### config.mk
export PLATFORM = sky130hd
export DESIGN_NAME = c64_loader
export DESIGN_NICKNAME = d
export VERILOG_FILES = /design/src/verilog/c64_loader_pkg.sv /design/src/verilog/prg_header_parser.sv /design/src/verilog/basic_ptr_init.sv /design/src/verilog/mem_slot_writer.sv /design/src/verilog/c64_loader.sv
export SDC_FILE = /design/constraint.sdc
export NUM_CORES = 1
export LEC_CHECK = 0
export ABC_AREA = 1
export BUFFER_PORTS_ARGS = -buffer_cell sky130_fd_sc_hd__buf_2
export CAP_MARGIN = 20
export CORE_ASPECT_RATIO = 1.4
export CORE_UTILIZATION = 56
export DETAILED_ROUTE_END_ITERATION = 8
export PLACE_DENSITY_LB_ADDON = 0.25
export REMOVE_ABC_BUFFERS = 1
export SKIP_LAST_GASP = 1
export SYNTH_ARGS = -nofsm -noshare
export SYNTH_HDL_FRONTEND = slang
export SYNTH_SLANG_ARGS = --single-unit
### constraint.sdc
create_clock -name clk_sys -period 3.5 [get_ports clk_sys]
set_input_delay 0.35 -clock clk_sys [delete_from_list [all_inputs] [get_ports clk_sys]]
set_output_delay 0.35 -clock clk_sys [all_outputs]
set_load 0.01 [all_outputs]
### src/verilog/c64_loader_pkg.sv
package c64_loader_pkg;

	// ============================================================
	// Download indices
	// ============================================================

	// Host index of a PRG file
	localparam logic [7:0] PRG_INDEX = 8'd4;

	// ============================================================
	// BASIC pointer setup
	// ============================================================

	// First address past the page-zero walk
	localparam logic [8:0] MEMINIT_LAST = 9'h100;

	// BASIC program start as left by a cold reset
	localparam logic [15:0] TXT_START = 16'h0801;

	// C64 address, seen either as one word or as two bytes
	typedef union packed {
		logic [15:0] word;
		struct packed {
			logic [7:0] hi;
			logic [7:0] lo;
		} bytes;
	} c64_addr_u;

endpackage

### src/verilog/prg_header_parser.sv
`timescale 1ns/1ps

module prg_header_parser #(
	parameter int ADDR_W = 25
) (
	input  logic                      clk_sys,
	input  logic                      reset_n,
	input  logic                      ioctl_download_i,
	input  logic [7:0]                ioctl_index_i,
	input  logic                      ioctl_wr_i,
	input  logic [ADDR_W-1:0]         ioctl_addr_i,
	input  logic [7:0]                ioctl_data_i,
	input  logic                      hdr_ack_i,
	output logic                      hdr_req_o,
	output logic [ADDR_W-1:0]         hdr_addr_o,
	output logic [7:0]                hdr_data_o,
	output c64_loader_pkg::c64_addr_u prg_end_o,
	output logic                      prg_active_o
);
	import c64_loader_pkg::*;

	logic      is_prg;
	logic      prg_wr;
	logic      hdr_byte;
	c64_addr_u load_addr;
	c64_addr_u end_addr;

	assign is_prg   = (ioctl_index_i == PRG_INDEX);
	assign prg_wr   = ioctl_wr_i && ioctl_download_i && is_prg;
	// Offsets 0 and 1 carry the load address
	assign hdr_byte = (ioctl_addr_i[ADDR_W-1:1] == '0);

	// Write request, held until the slot writer takes it
	always_ff @(posedge clk_sys) begin
		if (!reset_n) begin
			hdr_req_o <= 1'b0;
		end else if (prg_wr && !hdr_byte) begin
			hdr_req_o <= 1'b1;
		end else if (hdr_ack_i) begin
			hdr_req_o <= 1'b0;
		end
	end

	// ============================================================
	// Load and end address tracking
	// ============================================================

	always_ff @(posedge clk_sys) begin
		if (prg_wr) begin
			if (hdr_byte) begin
				if (ioctl_addr_i[0]) begin
					load_addr.bytes.hi <= ioctl_data_i;
					end_addr.bytes.hi  <= ioctl_data_i;
				end else begin
					load_addr.bytes.lo <= ioctl_data_i;
					end_addr.bytes.lo  <= ioctl_data_i;
				end
			end else begin
				hdr_data_o    <= ioctl_data_i;
				// End pointer runs one past the last byte
				end_addr.word <= end_addr.word + 16'd1;
			end
		end
		// Next byte goes to the following location
		if (hdr_ack_i) begin
			load_addr.word <= load_addr.word + 16'd1;
		end
	end

	assign hdr_addr_o   = {{(ADDR_W-16){1'b0}}, load_addr.word};
	assign prg_end_o    = end_addr;
	assign prg_active_o = (ioctl_download_i && is_prg) || hdr_req_o;

endmodule

### src/verilog/basic_ptr_init.sv
`timescale 1ns/1ps

module basic_ptr_init (
	input  logic                      clk_sys,
	input  logic                      reset_n,
	input  logic                      ioctl_download_i,
	input  logic [7:0]                ioctl_index_i,
	input  c64_loader_pkg::c64_addr_u prg_end_i,
	input  logic                      ptr_ack_i,
	output logic                      ptr_req_o,
	output logic [7:0]                ptr_addr_o,
	output logic [7:0]                ptr_data_o,
	output logic                      meminit_busy_o
);
	import c64_loader_pkg::*;

	c64_addr_u  txt_start;
	logic       prg_dl;
	logic       start;
	logic       busy;
	logic [8:0] walk_addr;
	logic       ptr_hit;
	logic [7:0] ptr_val;

	assign txt_start = TXT_START;
	// Falling edge of a PRG download
	assign start     = prg_dl && !ioctl_download_i;

	// ============================================================
	// Page-zero pointer map
	// ============================================================

	always_comb begin
		ptr_hit = 1'b1;
		ptr_val = 8'h00;
		case (walk_addr[7:0])
			// TXT keeps its reset value
			8'h2B: ptr_val = txt_start.bytes.lo;
			8'h2C: ptr_val = txt_start.bytes.hi;
			// SAVE_START cleared as after reset
			8'hAC, 8'hAD: ptr_val = 8'h00;
			// VAR, ARY, STR and LOAD_END all point at the program end
			8'h2D, 8'h2F, 8'h31, 8'hAE: ptr_val = prg_end_i.bytes.lo;
			8'h2E, 8'h30, 8'h32, 8'hAF: ptr_val = prg_end_i.bytes.hi;
			default: ptr_hit = 1'b0;
		endcase
	end

	// ============================================================
	// Walk control
	// ============================================================

	always_ff @(posedge clk_sys) begin
		if (!reset_n) begin
			prg_dl    <= 1'b0;
			busy      <= 1'b0;
			ptr_req_o <= 1'b0;
			walk_addr <= '0;
		end else begin
			prg_dl <= ioctl_download_i && (ioctl_index_i == PRG_INDEX);
			if (start) begin
				busy      <= 1'b1;
				walk_addr <= '0;
			end else if (busy && !ptr_req_o) begin
				if (walk_addr == MEMINIT_LAST) begin
					busy <= 1'b0;
				end else if (ptr_hit) begin
					ptr_req_o <= 1'b1;
				end else begin
					walk_addr <= walk_addr + 9'd1;
				end
			end else if (ptr_ack_i) begin
				ptr_req_o <= 1'b0;
				walk_addr <= walk_addr + 9'd1;
			end
		end
	end

	// Data frozen while a request is outstanding
	always_ff @(posedge clk_sys) begin
		if (!ptr_req_o) begin
			ptr_data_o <= ptr_val;
		end
	end

	assign ptr_addr_o     = walk_addr[7:0];
	assign meminit_busy_o = busy || start;

endmodule

### src/verilog/mem_slot_writer.sv
`timescale 1ns/1ps

module mem_slot_writer #(
	parameter int ADDR_W = 25
) (
	input  logic              clk_sys,
	input  logic              reset_n,
	input  logic              io_cycle_i,
	input  logic              hdr_req_i,
	input  logic [ADDR_W-1:0] hdr_addr_i,
	input  logic [7:0]        hdr_data_i,
	input  logic              ptr_req_i,
	input  logic [7:0]        ptr_addr_i,
	input  logic [7:0]        ptr_data_i,
	output logic              hdr_ack_o,
	output logic              ptr_ack_o,
	output logic              mem_ce_o,
	output logic              mem_we_o,
	output logic [ADDR_W-1:0] mem_addr_o,
	output logic [7:0]        mem_data_o
);
	logic io_cycle_d;
	logic slot_open;
	logic slot_close;
	logic slot_start;

	// Slot begins when io_cycle drops, ends once it is back high
	assign slot_open  = io_cycle_d && !io_cycle_i;
	assign slot_close = io_cycle_d && io_cycle_i;
	// A slot is free only once the previous write has been released
	assign slot_start = slot_open && !mem_ce_o;

	// ============================================================
	// Strobes and acknowledges
	// ============================================================

	always_ff @(posedge clk_sys) begin
		if (!reset_n) begin
			io_cycle_d <= 1'b0;
			hdr_ack_o  <= 1'b0;
			ptr_ack_o  <= 1'b0;
			mem_ce_o   <= 1'b0;
			mem_we_o   <= 1'b0;
		end else begin
			io_cycle_d <= io_cycle_i;
			hdr_ack_o  <= 1'b0;
			ptr_ack_o  <= 1'b0;
			if (slot_start && (hdr_req_i || ptr_req_i)) begin
				mem_ce_o  <= 1'b1;
				mem_we_o  <= 1'b1;
				// File data wins if both happen to be waiting
				hdr_ack_o <= hdr_req_i;
				ptr_ack_o <= !hdr_req_i;
			end else if (slot_close) begin
				mem_ce_o <= 1'b0;
				mem_we_o <= 1'b0;
			end
		end
	end

	// Address and data latched at slot start
	always_ff @(posedge clk_sys) begin
		if (slot_start) begin
			if (hdr_req_i) begin
				mem_addr_o <= hdr_addr_i;
				mem_data_o <= hdr_data_i;
			end else begin
				mem_addr_o <= {{(ADDR_W-8){1'b0}}, ptr_addr_i};
				mem_data_o <= ptr_data_i;
			end
		end
	end

endmodule

### src/verilog/c64_loader.sv
`timescale 1ns/1ps

module c64_loader #(
	parameter int ADDR_W = 25
) (
	input  logic              clk_sys,
	input  logic              reset_n,
	input  logic              ioctl_download_i,
	input  logic [7:0]        ioctl_index_i,
	input  logic              ioctl_wr_i,
	input  logic [ADDR_W-1:0] ioctl_addr_i,
	input  logic [7:0]        ioctl_data_i,
	input  logic              io_cycle_i,
	output logic              ioctl_wait_o,
	output logic              mem_ce_o,
	output logic              mem_we_o,
	output logic [ADDR_W-1:0] mem_addr_o,
	output logic [7:0]        mem_data_o,
	output logic              loader_busy_o
);
	import c64_loader_pkg::*;

	logic              hdr_req;
	logic              hdr_ack;
	logic [ADDR_W-1:0] hdr_addr;
	logic [7:0]        hdr_data;
	c64_addr_u         prg_end;
	logic              prg_active;
	logic              ptr_req;
	logic              ptr_ack;
	logic [7:0]        ptr_addr;
	logic [7:0]        ptr_data;
	logic              meminit_busy;

	// ============================================================
	// PRG stream to write requests
	// ============================================================

	prg_header_parser #(.ADDR_W(ADDR_W)) parser_i (
		.clk_sys(clk_sys), .reset_n(reset_n),
		.ioctl_download_i(ioctl_download_i), .ioctl_index_i(ioctl_index_i),
		.ioctl_wr_i(ioctl_wr_i), .ioctl_addr_i(ioctl_addr_i), .ioctl_data_i(ioctl_data_i),
		.hdr_ack_i(hdr_ack), .hdr_req_o(hdr_req), .hdr_addr_o(hdr_addr),
		.hdr_data_o(hdr_data), .prg_end_o(prg_end), .prg_active_o(prg_active)
	);

	// BASIC pointers once the file is in
	basic_ptr_init ptr_init_i (
		.clk_sys(clk_sys), .reset_n(reset_n),
		.ioctl_download_i(ioctl_download_i), .ioctl_index_i(ioctl_index_i),
		.prg_end_i(prg_end), .ptr_ack_i(ptr_ack), .ptr_req_o(ptr_req),
		.ptr_addr_o(ptr_addr), .ptr_data_o(ptr_data), .meminit_busy_o(meminit_busy)
	);

	mem_slot_writer #(.ADDR_W(ADDR_W)) writer_i (
		.clk_sys(clk_sys), .reset_n(reset_n), .io_cycle_i(io_cycle_i),
		.hdr_req_i(hdr_req), .hdr_addr_i(hdr_addr), .hdr_data_i(hdr_data),
		.ptr_req_i(ptr_req), .ptr_addr_i(ptr_addr), .ptr_data_i(ptr_data),
		.hdr_ack_o(hdr_ack), .ptr_ack_o(ptr_ack), .mem_ce_o(mem_ce_o), .mem_we_o(mem_we_o),
		.mem_addr_o(mem_addr_o), .mem_data_o(mem_data_o)
	);

	// Host holds off while a file byte waits for its slot
	assign ioctl_wait_o  = hdr_req;
	assign loader_busy_o = prg_active || meminit_busy;

endmodule

## Word-level counts from Yosys, hierarchy flattened

Index checks and enable logic that the tools add are counted.
W data, S select, Z words.

- $add $sub $neg: 3
- Multiply operators: 0
- Div/mod/pow operators: 0
- Magnitude comparators: 0
- Equality and inequality tests: 20
- Shifts and indexed selects: 0
- Muxes and demuxes: 25
- Bitwise gates (word level): 3
- Reductions and logical operators: 42

Operators by type and width:

| operator | number |
|---|---|
| $eq A8 B6 Y1 const B | 8 |
| $mux W16 | 4 |
| $mux W9 | 4 |
| $add A16 B1 Y16 const B | 2 |
| $eq A8 B8 Y1 const B | 4 |
| $mux W8 | 4 |
| $pmux W8 S4 | 1 |
| $logic_not A24 Y1 | 1 |
| $reduce_bool A2 Y1 | 8 |
| $mux W1 | 12 |
| $reduce_or A12 Y1 | 1 |
| $logic_and A1 B1 Y1 | 10 |
| $reduce_and A2 Y1 | 5 |
| $add A9 B1 Y9 const B | 1 |
| $eq A9 B9 Y1 const B | 1 |
| $reduce_and A3 Y1 | 3 |
| $eq A8 B3 Y1 const B | 1 |
| $ne A2 B2 Y1 const B | 4 |
| $reduce_or A4 Y1 | 2 |
| $logic_not A1 Y1 | 6 |
| $logic_or A1 B1 Y1 | 4 |
| $ne A2 B1 Y1 const B | 2 |
| $reduce_and A4 Y1 | 1 |
| $not A1 Y1 | 3 |
| $reduce_or A2 Y1 | 1 |

- Bits in registers: 98
- Bits in latches: 0
- Bits in writable memories: 0
- ROM bits: 0
- Output and inout port bits: 37
- Word-level logic and storage cells: 111
- Memories: 0

## Depth between registers and ports, before layout

- Depth in word-level cells: 6
- Gate-level depth with buffers: 12
- Mapped depth without buffers: 12

## Cells and area by module

From an unflattened synthesis, not the netlist that was laid out.

- Cells, all modules: 625
- Area, all modules: 5320.1 µm²

Modules (own cells, without submodules):

| module | times used | cells an instance | area an instance (µm²) | seq. area each (µm²) |
|---|---|---|---|---|
| prg_header_parser | 1 | 320 | 2517.4 | 1221.2 |
| mem_slot_writer | 1 | 140 | 1506.4 | 1071.0 |
| basic_ptr_init | 1 | 162 | 1285.0 | 480.5 |
| c64_loader | 1 | 3 | 11.3 | 0.0 |

## Worst setup path before layout

Ideal clock, no wire load.

- Path type: input to register
- From: input port io_cycle_i
- To: register writer_i.hdr_ack_o
- Setup time: 78 ps
- Arrival time: 2741 ps
- Data required time: 3422 ps
- Slack: 681 ps
- Stages on the path: 3
- Path buffers: 0
- Cell sequence: nor3b_1 -> o211ai_1 -> nor2_1

- Word-level cells in the longest chain between the ends: 5

Ends and longest elaborated chain:

| element | RTL line | RTL |
|---|---|---|
| start: declaration | c64_loader.sv:13 | `input logic io_cycle_i,` |
| $logic_not A1 Y1 | mem_slot_writer.sv:28 | `assign slot_open = io_cycle_d && !io_cycle_i;` |
| $logic_and A1 B1 Y1 | mem_slot_writer.sv:28 |  |
| $logic_and A1 B1 Y1 | mem_slot_writer.sv:31 | `assign slot_start = slot_open && !mem_ce_o;` |
| $logic_and A1 B1 Y1 | mem_slot_writer.sv:48 | `if (slot_start && (hdr_req_i \|\| ptr_req_i)) begin` |
| $reduce_and A2 Y1 (no source line) | n/a |  |
| end signal: assignment | mem_slot_writer.sv:52 | `hdr_ack_o <= hdr_req_i;` |
| end: declaration | mem_slot_writer.sv:15 | `output logic hdr_ack_o,` |

No other way between the ends.
A chain may end at the register's enable or synchronous reset.

## Worst setup path in the final report

- From: input port ioctl_addr_i[24]
- To: register parser_i.end_addr (netlist bit parser_i.prg_end_o[5]), enable pin

- Word-level cells in the longest chain between the ends: 3

Ends and longest elaborated chain:

| element | RTL line | RTL |
|---|---|---|
| start: declaration | c64_loader.sv:11 | `input logic [ADDR_W-1:0] ioctl_addr_i,` |
| $logic_not A24 Y1 | prg_header_parser.sv:31 | `assign hdr_byte = (ioctl_addr_i[ADDR_W-1:1] == '0);` |
| $ne A2 B2 Y1 (no source line) | n/a |  |
| $reduce_and A2 Y1 (no source line) | n/a |  |
| end: declaration | prg_header_parser.sv:26 | `c64_addr_u end_addr;` |

No other way between the ends.

==> reports/results.tsv <==
stage	metric	value	unit
setup_path	worst path buffer plus inverter count	2	
layout	diode count	0	
sta	RSZ-0062 raised after global routing	false	
logic_synthesis	cell taking the most area after synthesis	edfxtp_1	
routing	TritonRoute pass-1 iters	5	
floorplanning	Initial Util	0.579	
sta	fin crit period	2.11	ns
clocking	clock slew seen by the registers of the worst setup and hold paths	0.05	ns
sta	final setup TNS	0	ns
setup_path	reg2reg path depth	8	
logic_synthesis	Area contributors post-synth	edfxtp_1 (46%), nand2_1 (11%), dfxtp_1 (7.2%)	
hold_path	Worst Hold End	parser_i.hdr_data_o[7]	
logic_synthesis	Synth Warn #	0	
logic_synthesis	Yosys top cell area share	0.458	
clocking	Post-CTS Hold Buffers	0	
setup_path	Critical Path Sink Type	flop	
setup_path	FF-to-FF Start	ptr_init_i.ptr_req_o	
layout	non-filler cells, final	710	
floorplanning	Cell Rows	39	
routing	Total Routed Length	10.5	mm
logic_synthesis	area of the mapped netlist	0.00472	sq mm
grt	vias in the first global route	3724	
setup_path	Max stage delay on crit path	0.74	ns
clocking	clock tree sinks	89	
sta	Period Utilization, post-route	0.602	
grt	maximum number of pins on one net before global-route repair	37	
power	total power	2.07	mW
clocking	Post-CTS Resized	0	
sta	worst clock skew	0.00773	ns
place	detailed-placement wirelength estimate	8.06	mm
place	IO buf count	73	
sta	Slew Viols, Final	0	
grt	antenna violations before repair	0	
logic_synthesis	Gate Count Post-Synth	529	
layout	layout cells sized above 1	0.184	
setup_path	crit path launch type	primary input	
floorplanning	core area	0.00815	sq mm
sta	Setup violations, final	0	
setup_path	CP max FO	16	
grt	GRT overflow	0	
floorplanning	die height	111	microns
layout	commonest cells after routing, fill and taps aside	nand2_1 (133), buf_2 (73), edfxtp_1 (72)	
floorplanning	die width	79.6	microns
logic_synthesis	Netlist cell types	39	
routing	DRT antenna net count	0	
place	DP Area	0.00512	sq mm
routing	1st-iter DRT viols	256	
grt	first-pass GRT wire length	17.1	mm
power	PwrDens	385	mW/mm^2
clocking	latest clock arrival within the worst-skew pair	0.34	ns
setup_path	crit path DAT	2.07	ns
logic_synthesis	Seq/Total Area, Yosys	0.531	
hold_path	WHS Path Cells	1	
sta	Slew @ Worst Pin	0.829	ns
clocking	CTS Buffer Depth	2	
layout	design area	0.00538	sq mm
layout	Total Nets Final	655	
routing	DRC Markers	0	
setup_path	slowest CP cell	a21oi_1	
hold_path	Hold Startpoint	ioctl_data_i[7]	
sta	f_max	475	MHz
routing	DR WL/cell	14.8	microns
clocking	H-tree lvl count	3	
floorplanning	die area	0.00880	sq mm
setup_path	Setup CP Type	primary input to flop	
routing	vias post-DR	3777	
setup_path	R2R Path End	ptr_init_i.ptr_req_o	
clocking	CTS tree	yes	
setup_path	crit-path cells	buf_2 -> nor2_1 -> nand2_1 -> nor2_1 -> nand3_1 -> inv_1 -> a21oi_1	
grt	total track usage	0.257	
setup_path	flop2flop setup slack	1.40	ns
clocking	root buffer cell	clkbuf_16	
clocking	CTS Buf Count	9	
power	Static Leak	2.35	nW
logic_synthesis	Syn Area/Cell	8.92	sq um
setup_path	Crit path max-delay family	compound AO/OA/AOI/OAI gates	
clocking	post-CTS setup buffer count	0	
logic_synthesis	register bit total from synthesis	89	
layout	most common cell after layout, fill and taps aside	nand2_1	
place	# placed instances	694	
hold_path	Hold Path Class	primary input to flop	
setup_path	CP most frequent cell	nor2_1	
power	VDD IR-drop max	0.000307	V
setup_path	WP data required	3.46	ns
place	Final Wtd Congestion	0.902	
sta	hold slack	0.230	ns
layout	Layout area overhead	14.0	%
sta	relative slew slack	0.447	
run_status	status	completed	
sta	Final Hold Fails	0	
run	Max Cap Viol	0	
routing	DR vias/cell	5.32	
floorplanning	IO Count	83	
-- registers in the layout (all words and copies together), names as in the netlist --
| register | cells |
|---|---|
| ptr_init_i.ptr_req_o | 1 |
| ptr_init_i.prg_dl | 1 |
| parser_i.hdr_req_o | 1 |
| writer_i.mem_data_o | 8 |
| parser_i.prg_end_o | 16 |
| writer_i.hdr_ack_o | 1 |
| ptr_init_i.walk_addr | 9 |
| writer_i.ptr_ack_o | 1 |
| parser_i.load_addr | 16 |
| ptr_init_i.busy | 1 |
| writer_i.mem_addr_o | 16 |
| writer_i.mem_we_o | 1 |
| ptr_init_i.ptr_data_o | 8 |
| parser_i.hdr_data_o | 8 |
| writer_i.io_cycle_d | 1 |
-- worst reg2reg max path: stages, from the launching register on --
cell	delay [ns]
dfxtp_1	0.33
inv_1	0.30
nand2_1	0.22
inv_1	0.16
nor2_1	0.07
nor2_2	0.46
nand2_4	0.17
o21ai_0	0.20
a21oi_1	0.07
-- how the worst max path moves through the flow --
| stage | start | to | cells after the start |
|---|---|---|---|
| after detailed placement | ioctl_addr_i[24] | parser_i.prg_end_o[7] | 7 |
| after global placement | ioctl_addr_i[24] | parser_i.prg_end_o[2] | 7 |
| after floorplan | writer_i.mem_we_o | writer_i.hdr_ack_o | 3 |
| after CTS | ioctl_addr_i[24] | parser_i.prg_end_o[5] | 7 |
| after global routing | ioctl_addr_i[24] | parser_i.prg_end_o[9] | 7 |
| final | ioctl_addr_i[24] | parser_i.prg_end_o[5] | 7 |
-- cell usage after synthesis --
| cell | count |
|---|---|
| nor4_1 | 1 |
| edfxtp_1 | 72 |
| nor3b_1 | 3 |
| and2_1 | 1 |
| nand3_1 | 39 |
| a22o_1 | 1 |
| o211ai_1 | 4 |
| o21ai_1 | 2 |
| nor2_1 | 58 |
| o21bai_1 | 1 |
| buf_2 | 2 |
| o31ai_1 | 6 |
| o221ai_1 | 1 |
| nor3_4 | 1 |
| nor3_1 | 2 |
| nor3_2 | 1 |
| xnor2_1 | 4 |
| nand2_2 | 1 |
| o21ai_0 | 35 |
| nor2_2 | 4 |
| ha_1 | 6 |
| nor2_4 | 5 |
| nand3_2 | 1 |
| inv_2 | 5 |
| nand3_4 | 3 |
| clkinv_1 | 2 |
| xor2_1 | 15 |
| nand2_4 | 2 |
| conb_1 | 1 |
| nand4_1 | 8 |
| nand3b_1 | 1 |
| buf_4 | 10 |
| o22ai_1 | 2 |
| buf_6 | 4 |
| inv_1 | 53 |
| nand2_1 | 133 |
| a21oi_1 | 16 |
| clkbuf_1 | 6 |
| dfxtp_1 | 17 |
-- cell families (layout without fill, tap and decap cells) --
kind of cell,Yosys count,in the layout,synth area share
AOI/OAI and AO/OA,68,68,0.0801
xor gates and xnor gates,19,19,0.0353
adders and majority gates,6,6,0.0159
buffers and inverters,82,153,0.0801
DFF,89,89,0.531
other,1,9,0.000795
and+or+nand+nor,264,264,0.257
-- cell type report --
class	instances	area [sq um]
Multi-Input combinational cell	366	1870
Sequential cell	89	2500
Tap cell	102	128
Inverter	60	225
Clock buffer	12	236
Clock inverter	4	20.0
Fill cell	667	2770
Timing Repair Buffer	77	395
-- metal layers --
layer	wire length, microns	vias up	track usage
met5	0	-	0
met4	282	0	0.142
met3	380	19	0.0314
met2	5760	122	0.463
met1	4090	1750	0.284
li1	-	1886	-
-- metrics by stage --
stage / util / worst slack, ns
6_report: 0.660 / 1.39
5_1_grt: 0.660 / 1.18
4_1_cts: 0.660 / 1.37
3_5_place_dp: 0.629 / 1.03
3_3_place_gp: 0.629 / 1.03
2_1_floorplan: - / 0.638
-- report_power, final --
group	total, mW	leakage, nW	switching [mW]	internal, mW
logic	0.0686	1.40	0.0394	0.0292
registers	1.14	0.824	0.00166	1.14
clock network	0.860	0.122	0.385	0.476
total	2.07	2.35	0.426	1.65
Power figures use the tool's default switching activity.
